--- src/perfPkg.sv ---
/* Performance monitor shared types */

`default_nettype none

package perfPkg;

  //////////////////////////////
  // sizes
  //////////////////////////////

  // one bit per core event
  localparam int NumEvents     = 8;
  localparam int CountWidth    = 32;
  localparam int PcWidth       = 32;
  // trace buffer depth and pointer size
  localparam int TraceDepth    = 16;
  localparam int TracePtrWidth = 4;
  // selects one delta register out of NumEvents
  localparam int DeltaIdxWidth = $clog2(NumEvents);

  //////////////////////////////
  // register map
  //////////////////////////////

  localparam logic [7:0] AddrStatus    = 8'h00;
  localparam logic [7:0] AddrPop       = 8'h04;
  localparam logic [7:0] AddrPeek      = 8'h08;
  localparam logic [7:0] AddrDeltaBase = 8'h40;

  // plain vector types
  typedef logic [CountWidth-1:0]  countT;
  typedef logic [PcWidth-1:0]     pcT;
  typedef logic [NumEvents-1:0]   eventVecT;
  typedef logic [7:0]             apbAddrT;
  typedef logic [31:0]            apbDataT;
  // one extra bit so a full buffer can be told from an empty one
  typedef logic [TracePtrWidth:0] traceCountT;

  // kind field of a trace entry
  typedef enum logic [1:0] {
    kindTrain  = 2'd0,
    kindBegin  = 2'd1,
    kindBranch = 2'd2,
    kindEnd    = 2'd3
  } traceKindT;

  //////////////////////////////
  // bundles
  //////////////////////////////

  typedef struct packed {
    logic valid;
    logic taken;
    pcT   pc;
  } branchRetireT;

  typedef struct packed {
    traceKindT kind;
    logic      taken;
    pcT        pc;
  } traceRecT;

  typedef struct packed {
    logic startPulse;
    logic endPulse;
    logic windowOpen;
    logic trainPulse;
  } windowCtlT;

  typedef struct packed {
    logic    psel;
    logic    penable;
    logic    pwrite;
    apbAddrT paddr;
    apbDataT pwdata;
  } apbReqT;

  typedef struct packed {
    apbDataT prdata;
    logic    pready;
    logic    pslverr;
  } apbRspT;

endpackage

`default_nettype wire

--- src/sampleWindow.sv ---
/* Sampling window control */

`timescale 1ns/1ps
`default_nettype none

module sampleWindow (
  input  wire logic              clk,
  input  wire logic              resetEdge,
  input  wire logic              startTrigger,
  input  wire logic              stopTrigger,
  output perfPkg::windowCtlT     windowCtl
);

  // delayed copies for edge detection
  logic startD;
  logic stopD;
  logic resetD;
  logic windowOpen;
  logic startPulse;
  logic endPulse;
  logic trainPulse;

  always_ff @(posedge clk) begin
    if (resetEdge) begin
      startD     <= 1'b0;
      stopD      <= 1'b0;
      windowOpen <= 1'b0;
    end else begin
      startD <= startTrigger;
      stopD  <= stopTrigger;
      // open on start, close on stop
      if (startPulse) begin
        windowOpen <= 1'b1;
      end else if (endPulse) begin
        windowOpen <= 1'b0;
      end
    end
  end

  // delayed reset for the train pulse
  always_ff @(posedge clk) begin
    resetD <= resetEdge;
  end

  // rising edges, gated by the current window state
  assign startPulse = startTrigger & ~startD & ~windowOpen;
  assign endPulse   = stopTrigger & ~stopD & windowOpen;
  // first cycle out of reset
  assign trainPulse = ~resetEdge & resetD;

  assign windowCtl = '{startPulse: startPulse, endPulse: endPulse,
                       windowOpen: windowOpen, trainPulse: trainPulse};

  //////////////////////////////
  // checks
  //////////////////////////////

  aStartEndExclusive: assert property (@(posedge clk) disable iff (resetEdge)
    !(startPulse && endPulse))
    else $error("start and end pulse in the same cycle");

endmodule

`default_nettype wire

--- src/eventCounters.sv ---
/* Event counters and window deltas */

`timescale 1ns/1ps
`default_nettype none

module eventCounters (
  input  wire logic               clk,
  input  wire logic               resetEdge,
  input  perfPkg::eventVecT       events,
  input  perfPkg::windowCtlT      windowCtl,
  output perfPkg::countT          deltas [perfPkg::NumEvents]
);

  // free-running totals since reset
  perfPkg::countT counters [perfPkg::NumEvents];
  // totals seen at window start
  perfPkg::countT snapshot [perfPkg::NumEvents];
  // per-event counts over the last closed window
  perfPkg::countT deltaReg [perfPkg::NumEvents];

  //////////////////////////////
  // counting
  //////////////////////////////

  always_ff @(posedge clk) begin
    if (resetEdge) begin
      for (int i = 0; i < perfPkg::NumEvents; i++) begin
        counters[i] <= '0;
      end
    end else begin
      // each counter takes its event bit every cycle
      for (int i = 0; i < perfPkg::NumEvents; i++) begin
        counters[i] <= counters[i] + perfPkg::countT'(events[i]);
      end
    end
  end

  // snapshot holds the count before the start cycle
  always_ff @(posedge clk) begin
    if (windowCtl.startPulse) begin
      for (int i = 0; i < perfPkg::NumEvents; i++) begin
        snapshot[i] <= counters[i];
      end
    end
  end

  //////////////////////////////
  // deltas
  //////////////////////////////

  // counter in the end cycle excludes that cycle's event
  always_ff @(posedge clk) begin
    if (resetEdge) begin
      for (int i = 0; i < perfPkg::NumEvents; i++) begin
        deltaReg[i] <= '0;
      end
    end else if (windowCtl.endPulse) begin
      for (int i = 0; i < perfPkg::NumEvents; i++) begin
        deltaReg[i] <= counters[i] - snapshot[i];
      end
    end
  end

  assign deltas = deltaReg;

  // checks
  aEndInsideWindow: assert property (@(posedge clk) disable iff (resetEdge)
    windowCtl.endPulse |-> windowCtl.windowOpen)
    else $error("end pulse with window closed");

  // snapshot is only taken with the window closed
  aStartOutsideWindow: assert property (@(posedge clk) disable iff (resetEdge)
    windowCtl.startPulse |-> !windowCtl.windowOpen)
    else $error("start pulse with window open");

endmodule

`default_nettype wire

--- src/branchTrace.sv ---
/* Branch and marker trace buffer */

`timescale 1ns/1ps
`default_nettype none

module branchTrace (
  input  wire logic               clk,
  input  wire logic               resetEdge,
  input  perfPkg::windowCtlT      windowCtl,
  input  perfPkg::branchRetireT   branchRetire,
  input  wire logic               pop,
  input  wire logic               clearOverflow,
  output perfPkg::traceRecT       head,
  output perfPkg::traceCountT     occupancy,
  output logic                    overflow
);

  perfPkg::traceRecT  mem [perfPkg::TraceDepth];
  logic [perfPkg::TracePtrWidth-1:0] wrPtr;
  logic [perfPkg::TracePtrWidth-1:0] rdPtr;
  perfPkg::traceCountT count;
  perfPkg::traceRecT  rec;
  logic recValid;
  logic full;
  logic empty;
  logic push;
  logic doPop;

  //////////////////////////////
  // record select
  //////////////////////////////

  // markers win over branches, train first
  always_comb begin
    rec      = '{kind: perfPkg::kindBranch, taken: 1'b0, pc: '0};
    recValid = 1'b1;
    if (windowCtl.trainPulse) begin
      rec.kind = perfPkg::kindTrain;
    end else if (windowCtl.startPulse) begin
      rec.kind = perfPkg::kindBegin;
    end else if (windowCtl.endPulse) begin
      rec.kind = perfPkg::kindEnd;
    end else if (branchRetire.valid && windowCtl.windowOpen) begin
      rec.taken = branchRetire.taken;
      rec.pc    = branchRetire.pc;
    end else begin
      recValid = 1'b0;
    end
  end

  assign full  = (count == perfPkg::traceCountT'(perfPkg::TraceDepth));
  assign empty = (count == '0);
  // a record offered when full is lost
  assign push  = recValid & ~full;
  assign doPop = pop & ~empty;

  //////////////////////////////
  // fifo
  //////////////////////////////

  always_ff @(posedge clk) begin
    if (push) begin
      mem[wrPtr] <= rec;
    end
  end

  // pointers wrap on their own at depth 16
  always_ff @(posedge clk) begin
    if (resetEdge) begin
      wrPtr <= '0;
      rdPtr <= '0;
      count <= '0;
    end else begin
      if (push) begin
        wrPtr <= wrPtr + 1'b1;
      end
      if (doPop) begin
        rdPtr <= rdPtr + 1'b1;
      end
      count <= count + perfPkg::traceCountT'(push) - perfPkg::traceCountT'(doPop);
    end
  end

  // sticky drop flag, a new drop beats a clear
  always_ff @(posedge clk) begin
    if (resetEdge) begin
      overflow <= 1'b0;
    end else if (recValid && full) begin
      overflow <= 1'b1;
    end else if (clearOverflow) begin
      overflow <= 1'b0;
    end
  end

  // fall-through head
  assign head      = mem[rdPtr];
  assign occupancy = count;

  // checks
  aNoEmptyPop: assert property (@(posedge clk) disable iff (resetEdge)
    pop |-> !empty)
    else $error("pop from empty trace buffer");

  aCountBound: assert property (@(posedge clk) disable iff (resetEdge)
    count <= perfPkg::traceCountT'(perfPkg::TraceDepth))
    else $error("trace occupancy above depth");

endmodule

`default_nettype wire

--- src/apbRegs.sv ---
/* APB register block */

`timescale 1ns/1ps
`default_nettype none

module apbRegs (
  input  wire logic              clk,
  input  wire logic              resetEdge,
  input  perfPkg::apbReqT        apbReq,
  output perfPkg::apbRspT        apbRsp,
  input  wire logic              windowOpen,
  input  perfPkg::countT         deltas [perfPkg::NumEvents],
  input  perfPkg::traceRecT      head,
  input  perfPkg::traceCountT    occupancy,
  input  wire logic              overflow,
  output logic                   pop,
  output logic                   clearOverflow
);

  logic access;
  logic traceEmpty;
  logic deltaHit;
  perfPkg::apbAddrT deltaOffset;
  logic [perfPkg::DeltaIdxWidth-1:0] deltaIdx;
  perfPkg::apbDataT rdata;
  logic err;

  // access phase, pready is always high so it lasts one cycle
  assign access     = apbReq.psel & apbReq.penable;
  assign traceEmpty = (occupancy == '0);

  //////////////////////////////
  // delta window decode
  //////////////////////////////

  // below the base the offset wraps high and misses
  assign deltaOffset = apbReq.paddr - perfPkg::AddrDeltaBase;
  assign deltaHit    = (deltaOffset < perfPkg::apbAddrT'(4 * perfPkg::NumEvents)) &&
                       (deltaOffset[1:0] == 2'b00);
  assign deltaIdx    = deltaOffset[2 +: perfPkg::DeltaIdxWidth];

  //////////////////////////////
  // access decode
  //////////////////////////////

  always_comb begin
    rdata         = '0;
    err           = 1'b0;
    pop           = 1'b0;
    clearOverflow = 1'b0;
    if (access) begin
      if (apbReq.pwrite) begin
        // status is the only writable address
        if (apbReq.paddr == perfPkg::AddrStatus) begin
          clearOverflow = apbReq.pwdata[1];
        end else begin
          err = 1'b1;
        end
      end else begin
        if (apbReq.paddr == perfPkg::AddrStatus) begin
          // occupancy from bit 8 up
          rdata = perfPkg::apbDataT'({occupancy, 6'b0, overflow, windowOpen});
        end else if (apbReq.paddr == perfPkg::AddrPop) begin
          if (traceEmpty) begin
            err = 1'b1;
          end else begin
            rdata = perfPkg::apbDataT'({head.taken, head.kind});
            pop   = 1'b1;
          end
        end else if (apbReq.paddr == perfPkg::AddrPeek) begin
          // pc of the head, no pop
          if (traceEmpty) begin
            err = 1'b1;
          end else begin
            rdata = perfPkg::apbDataT'(head.pc);
          end
        end else if (deltaHit) begin
          rdata = perfPkg::apbDataT'(deltas[deltaIdx]);
        end else begin
          // unmapped reads give zero data
          err = 1'b1;
        end
      end
    end
  end

  assign apbRsp = '{prdata: rdata, pready: 1'b1, pslverr: err};

  //////////////////////////////
  // protocol checks
  //////////////////////////////

  aEnableNeedsSel: assert property (@(posedge clk) disable iff (resetEdge)
    apbReq.penable |-> apbReq.psel)
    else $error("penable without psel");

  // access phase always follows a setup phase
  aSetupFirst: assert property (@(posedge clk) disable iff (resetEdge)
    $rose(access) |-> $past(apbReq.psel && !apbReq.penable))
    else $error("apb access without setup phase");

endmodule

`default_nettype wire

--- src/perfMonitorTop.sv ---
/* Performance monitor top */

`timescale 1ns/1ps
`default_nettype none

module perfMonitorTop (
  input  wire logic              clk,
  input  wire logic              resetEdge,
  input  perfPkg::eventVecT      events,
  input  perfPkg::branchRetireT  branchRetire,
  input  wire logic              startTrigger,
  input  wire logic              stopTrigger,
  input  perfPkg::apbReqT        apbReq,
  output perfPkg::apbRspT        apbRsp
);

  // window control to counters and trace
  perfPkg::windowCtlT  windowCtl;
  perfPkg::countT      deltas [perfPkg::NumEvents];
  // trace buffer to registers
  perfPkg::traceRecT   head;
  perfPkg::traceCountT occupancy;
  logic                overflow;
  logic                pop;
  logic                clearOverflow;

  sampleWindow window0 (
    .clk          (clk),
    .resetEdge    (resetEdge),
    .startTrigger (startTrigger),
    .stopTrigger  (stopTrigger),
    .windowCtl    (windowCtl)
  );

  eventCounters counters0 (
    .clk       (clk),
    .resetEdge (resetEdge),
    .events    (events),
    .windowCtl (windowCtl),
    .deltas    (deltas)
  );

  branchTrace trace0 (
    .clk           (clk),
    .resetEdge     (resetEdge),
    .windowCtl     (windowCtl),
    .branchRetire  (branchRetire),
    .pop           (pop),
    .clearOverflow (clearOverflow),
    .head          (head),
    .occupancy     (occupancy),
    .overflow      (overflow)
  );

  apbRegs regs0 (
    .clk           (clk),
    .resetEdge     (resetEdge),
    .apbReq        (apbReq),
    .apbRsp        (apbRsp),
    .windowOpen    (windowCtl.windowOpen),
    .deltas        (deltas),
    .head          (head),
    .occupancy     (occupancy),
    .overflow      (overflow),
    .pop           (pop),
    .clearOverflow (clearOverflow)
  );

endmodule

`default_nettype wire

--- config.mk ---
export PLATFORM = sky130hd
export DESIGN_NAME = perfMonitorTop
export DESIGN_NICKNAME = d
export VERILOG_FILES = /design/src/perfPkg.sv /design/src/sampleWindow.sv /design/src/eventCounters.sv /design/src/branchTrace.sv /design/src/apbRegs.sv /design/src/perfMonitorTop.sv
export SDC_FILE = /design/constraint.sdc
export NUM_CORES = 2
export LEC_CHECK = 0
export ABC_AREA = 1
export ABC_CLOCK_PERIOD_IN_PS = 22100
export CAP_MARGIN = 5
export CORE_AREA = 2 2 509 511
export DETAILED_ROUTE_END_ITERATION = 7
export DIE_AREA = 0 0 511 513
export DONT_BUFFER_PORTS = 1
export PLACE_DENSITY = 0.47
export SYNTH_ARGS = -nofsm -noshare
export SYNTH_HDL_FRONTEND = slang
export SYNTH_SLANG_ARGS = --single-unit
--- constraint.sdc ---
create_clock -name clk -period 22.1 [get_ports clk]
set_input_delay 4.42 -clock clk [delete_from_list [all_inputs] [get_ports clk]]
set_output_delay 4.42 -clock clk [all_outputs]
set_load 0.05 [all_outputs]
==> metrics.yaml <==
route:
  drt-total-wl_um: 247200
  drt_iter0_drc: 5290
  drc: 0
  drt_first_pass_iters: 6
  wl_per_cell_um: 18.01
  viasPerCell: 4.697
  vias: 64470
  final_antenna_net_count: 0
worst_setup_path:
  cp-end-kind: "output pin"
  rr_startpoint: "window0.windowOpen"
  cp_max_fo: 34
  cp_slowest_stage_delay_ps: 850
  critPathLaunchType: "input pin"
  reg2reg_depth: 10
  crit_type: "input pin to output pin"
  slowest_stage: "nor2_1"
  regToRegEndpoint: "counters0.deltas[108]"
  r2r_slack_ps: 18120
  arrival_ps: 8010
  crit_chain: "inv_2, nand3_1, nor2_2, nand3_1, nor2_4, nand2_1, nand2_1, nor2_1, nor2_1"
  required_ps: 17680
pwr:
  p_comb_share_pct: 8.3
  p_int_w: 0.004413
  worst_ir_drop_vdd_uv: 51.99
  pwr-share-clk_pct: 44.2
  p_seq_share_pct: 47.4
  power.switching_w: 0.001562
  powerDensity_nw_per_um2: 69.89
  power.leakage_nw: 38.48
  p_sw_share_pct: 26.14
cts:
  cts_sinks: 1350
  hold_buffers: 0
  worstSkewPairLatency_ps: 870
  cts_tree: "yes"
  ctsRootBufferMaster: "clkbuf_16"
  cts-resized-gates: 0
  numCtsBuffers: 157
  postCtsSetupRepairBufs: 0
  clkTransAtPathRegs_ps: 60
  clk_path_buf_depth: 3
  cts_max_level: 4
cells_and_area:
  final_nets: 10570
  drive_above_1_share_pct: 4.595
  seq_area_um2: 35210
  multi_input_area_um2: 33190
  areaGrowthSynthToFinish_pct: 11.64
  layoutNonFillerInstCount: 13730
  fin_area_um2: 85500
  utilization_pct: 33.37
  fillers: 27270
run_status:
  violations: "slew limit"
  run_status: "finished, violations left"
timing:
  period_share_pct: 56.26
  rsz0062_at_grt: "false"
  fin_crit_ps: 12430
  hold_viol_final: 0
  hold_ws_ps: 460.4
  fin_tns_setup_ps: 0
  fmax_ghz: 0.08042
  tightest_slew_ps: 1549
  setup_viol: 0
  slew_headroom_pct: -3.288
  clock_skew_ps: 78.34
  final_max_slew_viol_count: 53
grt:
  antenna_found_initial: 7
  grt_pass1_vias: 60710
  grt_max_degree: 416
  gr-total-overflow: 0
  grt_pass1_wl_um: 374500
  track_usage_pct: 18.52
die:
  dieArea_um2: 262100
  coreArea_um2: 256200
  die_w_um: 511
  start_util_pct: 29.89
  num_rows: 186
  pin_count: 123
  die_h_um: 513
hold_path:
  hold_start: "counters0.deltas[162]"
  hold_depth: 2
  whs_endpoint: "counters0.deltas[162]"
  min_path_type: "flop to flop"
yosys:
  synth_edf_count: 816
  synthArstFlopShare_pct: 0
  yosysTopAreaCell: "edfxtp_1"
  ys_types: 59
  synth_area_um2: 76590
  yosys_warnings: 0
  synthTopCellsByArea: "edfxtp_1 32%, dfxtp_1 14%, nand2_1 13%"
  synth-seq-cells: 1350
  synthTopCellsByCount: "2652 x nand2_1, 1847 x inv_1, 1328 x nor2_1"
  synth-seq-area-share_pct: 45.95
  ys.flop_type: "edfxtp_1"
  synth_most_common_cell: "nand2_1"
  avgSynthCellArea_um2: 7.467
  synth_top_area_share_pct: 31.99
  synth_nets: 10630
  syn_inst: 10260
placed_design:
  place_congestion: 0.9174
  placed_cell_area_um2: 80190
  place_inst: 13430
  portBuffers: 0
  hpwlAfterDp_um: 178200
job:
  maxCapViolCount: 0
[worst max path at each step]
| stage | start | end | slack [ps] | depth (start not counted) |
|---|---|---|---|---|
| after floorplan | startTrigger | trace0.mem[0][0] | 2890 | 8 |
| after global placement | apbReq[36] | apbRsp[2] | 9600 | 9 |
| after detailed placement | apbReq[36] | apbRsp[2] | 9640 | 9 |
| after CTS | apbReq[36] | apbRsp[2] | 9610 | 9 |
| after global routing | apbReq[36] | apbRsp[2] | 9570 | 9 |
| final | apbReq[36] | apbRsp[2] | 9670 | 9 |
[per-layer routing]
metal | vias up | wire length (µm) | GRT usage, %
met5 | - | 0 | 0
met4 | 0 | 10630 | 7.724
met3 | 317 | 11370 | 2.176
met2 | 1448 | 105600 | 28.32
met1 | 30080 | 119600 | 26.33
li1 | 32630 | - | -
[logic make-up after synthesis]
family,share of synthesized area (%)
other,0.004896
xor gates and xnor gates,1.578
buffers and inverters,10.91
DFF,45.95
AOI/OAI and AO/OA,9.242
adders and majority gates,4.711
and+or+nand+nor,27.61
[state kept, by name (all words and copies together), names as in the netlist, named ones only]
signal and cells:
counters0.counters 256, trace0.occupancy 5, trace0.mem 560, counters0.deltas 256, window0.startD 1, trace0.wrPtr 4, window0.resetD 1, trace0.rdPtr 4
window0.windowOpen 1, counters0.snapshot 256, trace0.overflow 1, window0.stopD 1
[cells in the final DEF, fill, tap and decap left out, types with 63 or more instances in the layout]
master     count
nand2_1     2651
inv_1       1846
xor2_1       120
clkbuf_16    157
nand3_1      547
buf_4         73
nand4_1      104
o21ai_0      529
edfxtp_1     816
o211ai_1     129
nor3_1       179
o221ai_1      63
nor2_1      1311
dfxtp_1      530
a21oi_1      470
ha_1         274
[per-stage QoR]
step | worst slack, ps | total power (W)
6_report | 9666 | 0.005976
5_1_grt | 9565 | 0.006210
4_1_cts | 9607 | 0.006049
3_5_place_dp | 9636 | 0.003383
3_3_place_gp | 9601 | 0.003379
2_1_floorplan | 2892 | 0.003206
[critical path, delay by kind of cell]
kind | cells | cell delay, ps
simple gates | 8 | 3080
buf+inv | 1 | 470
[power by group through the flow]
stage	registers (W)	clock network [W]	logic (W)
finish	0.00283	0.00264	0.000498
global route	0.00284	0.00281	0.000559
CTS	0.00283	0.00272	0.000498
detailed placement	0.00289	0	0.000495
global placement	0.00289	0	0.000493
floorplan	0.00287	0	0.000338
[cell type report]
type	instances	share of cell area (%)
antenna	6	0.01756
inverter	1862	8.195
tap	3384	4.952
clock buffer	199	4.920
timing repair buffer	73	0.6410
multi-input combinational	6758	38.82
clock inverter	96	1.276
sequential	1350	41.18
(Power assumes the default switching activity.)
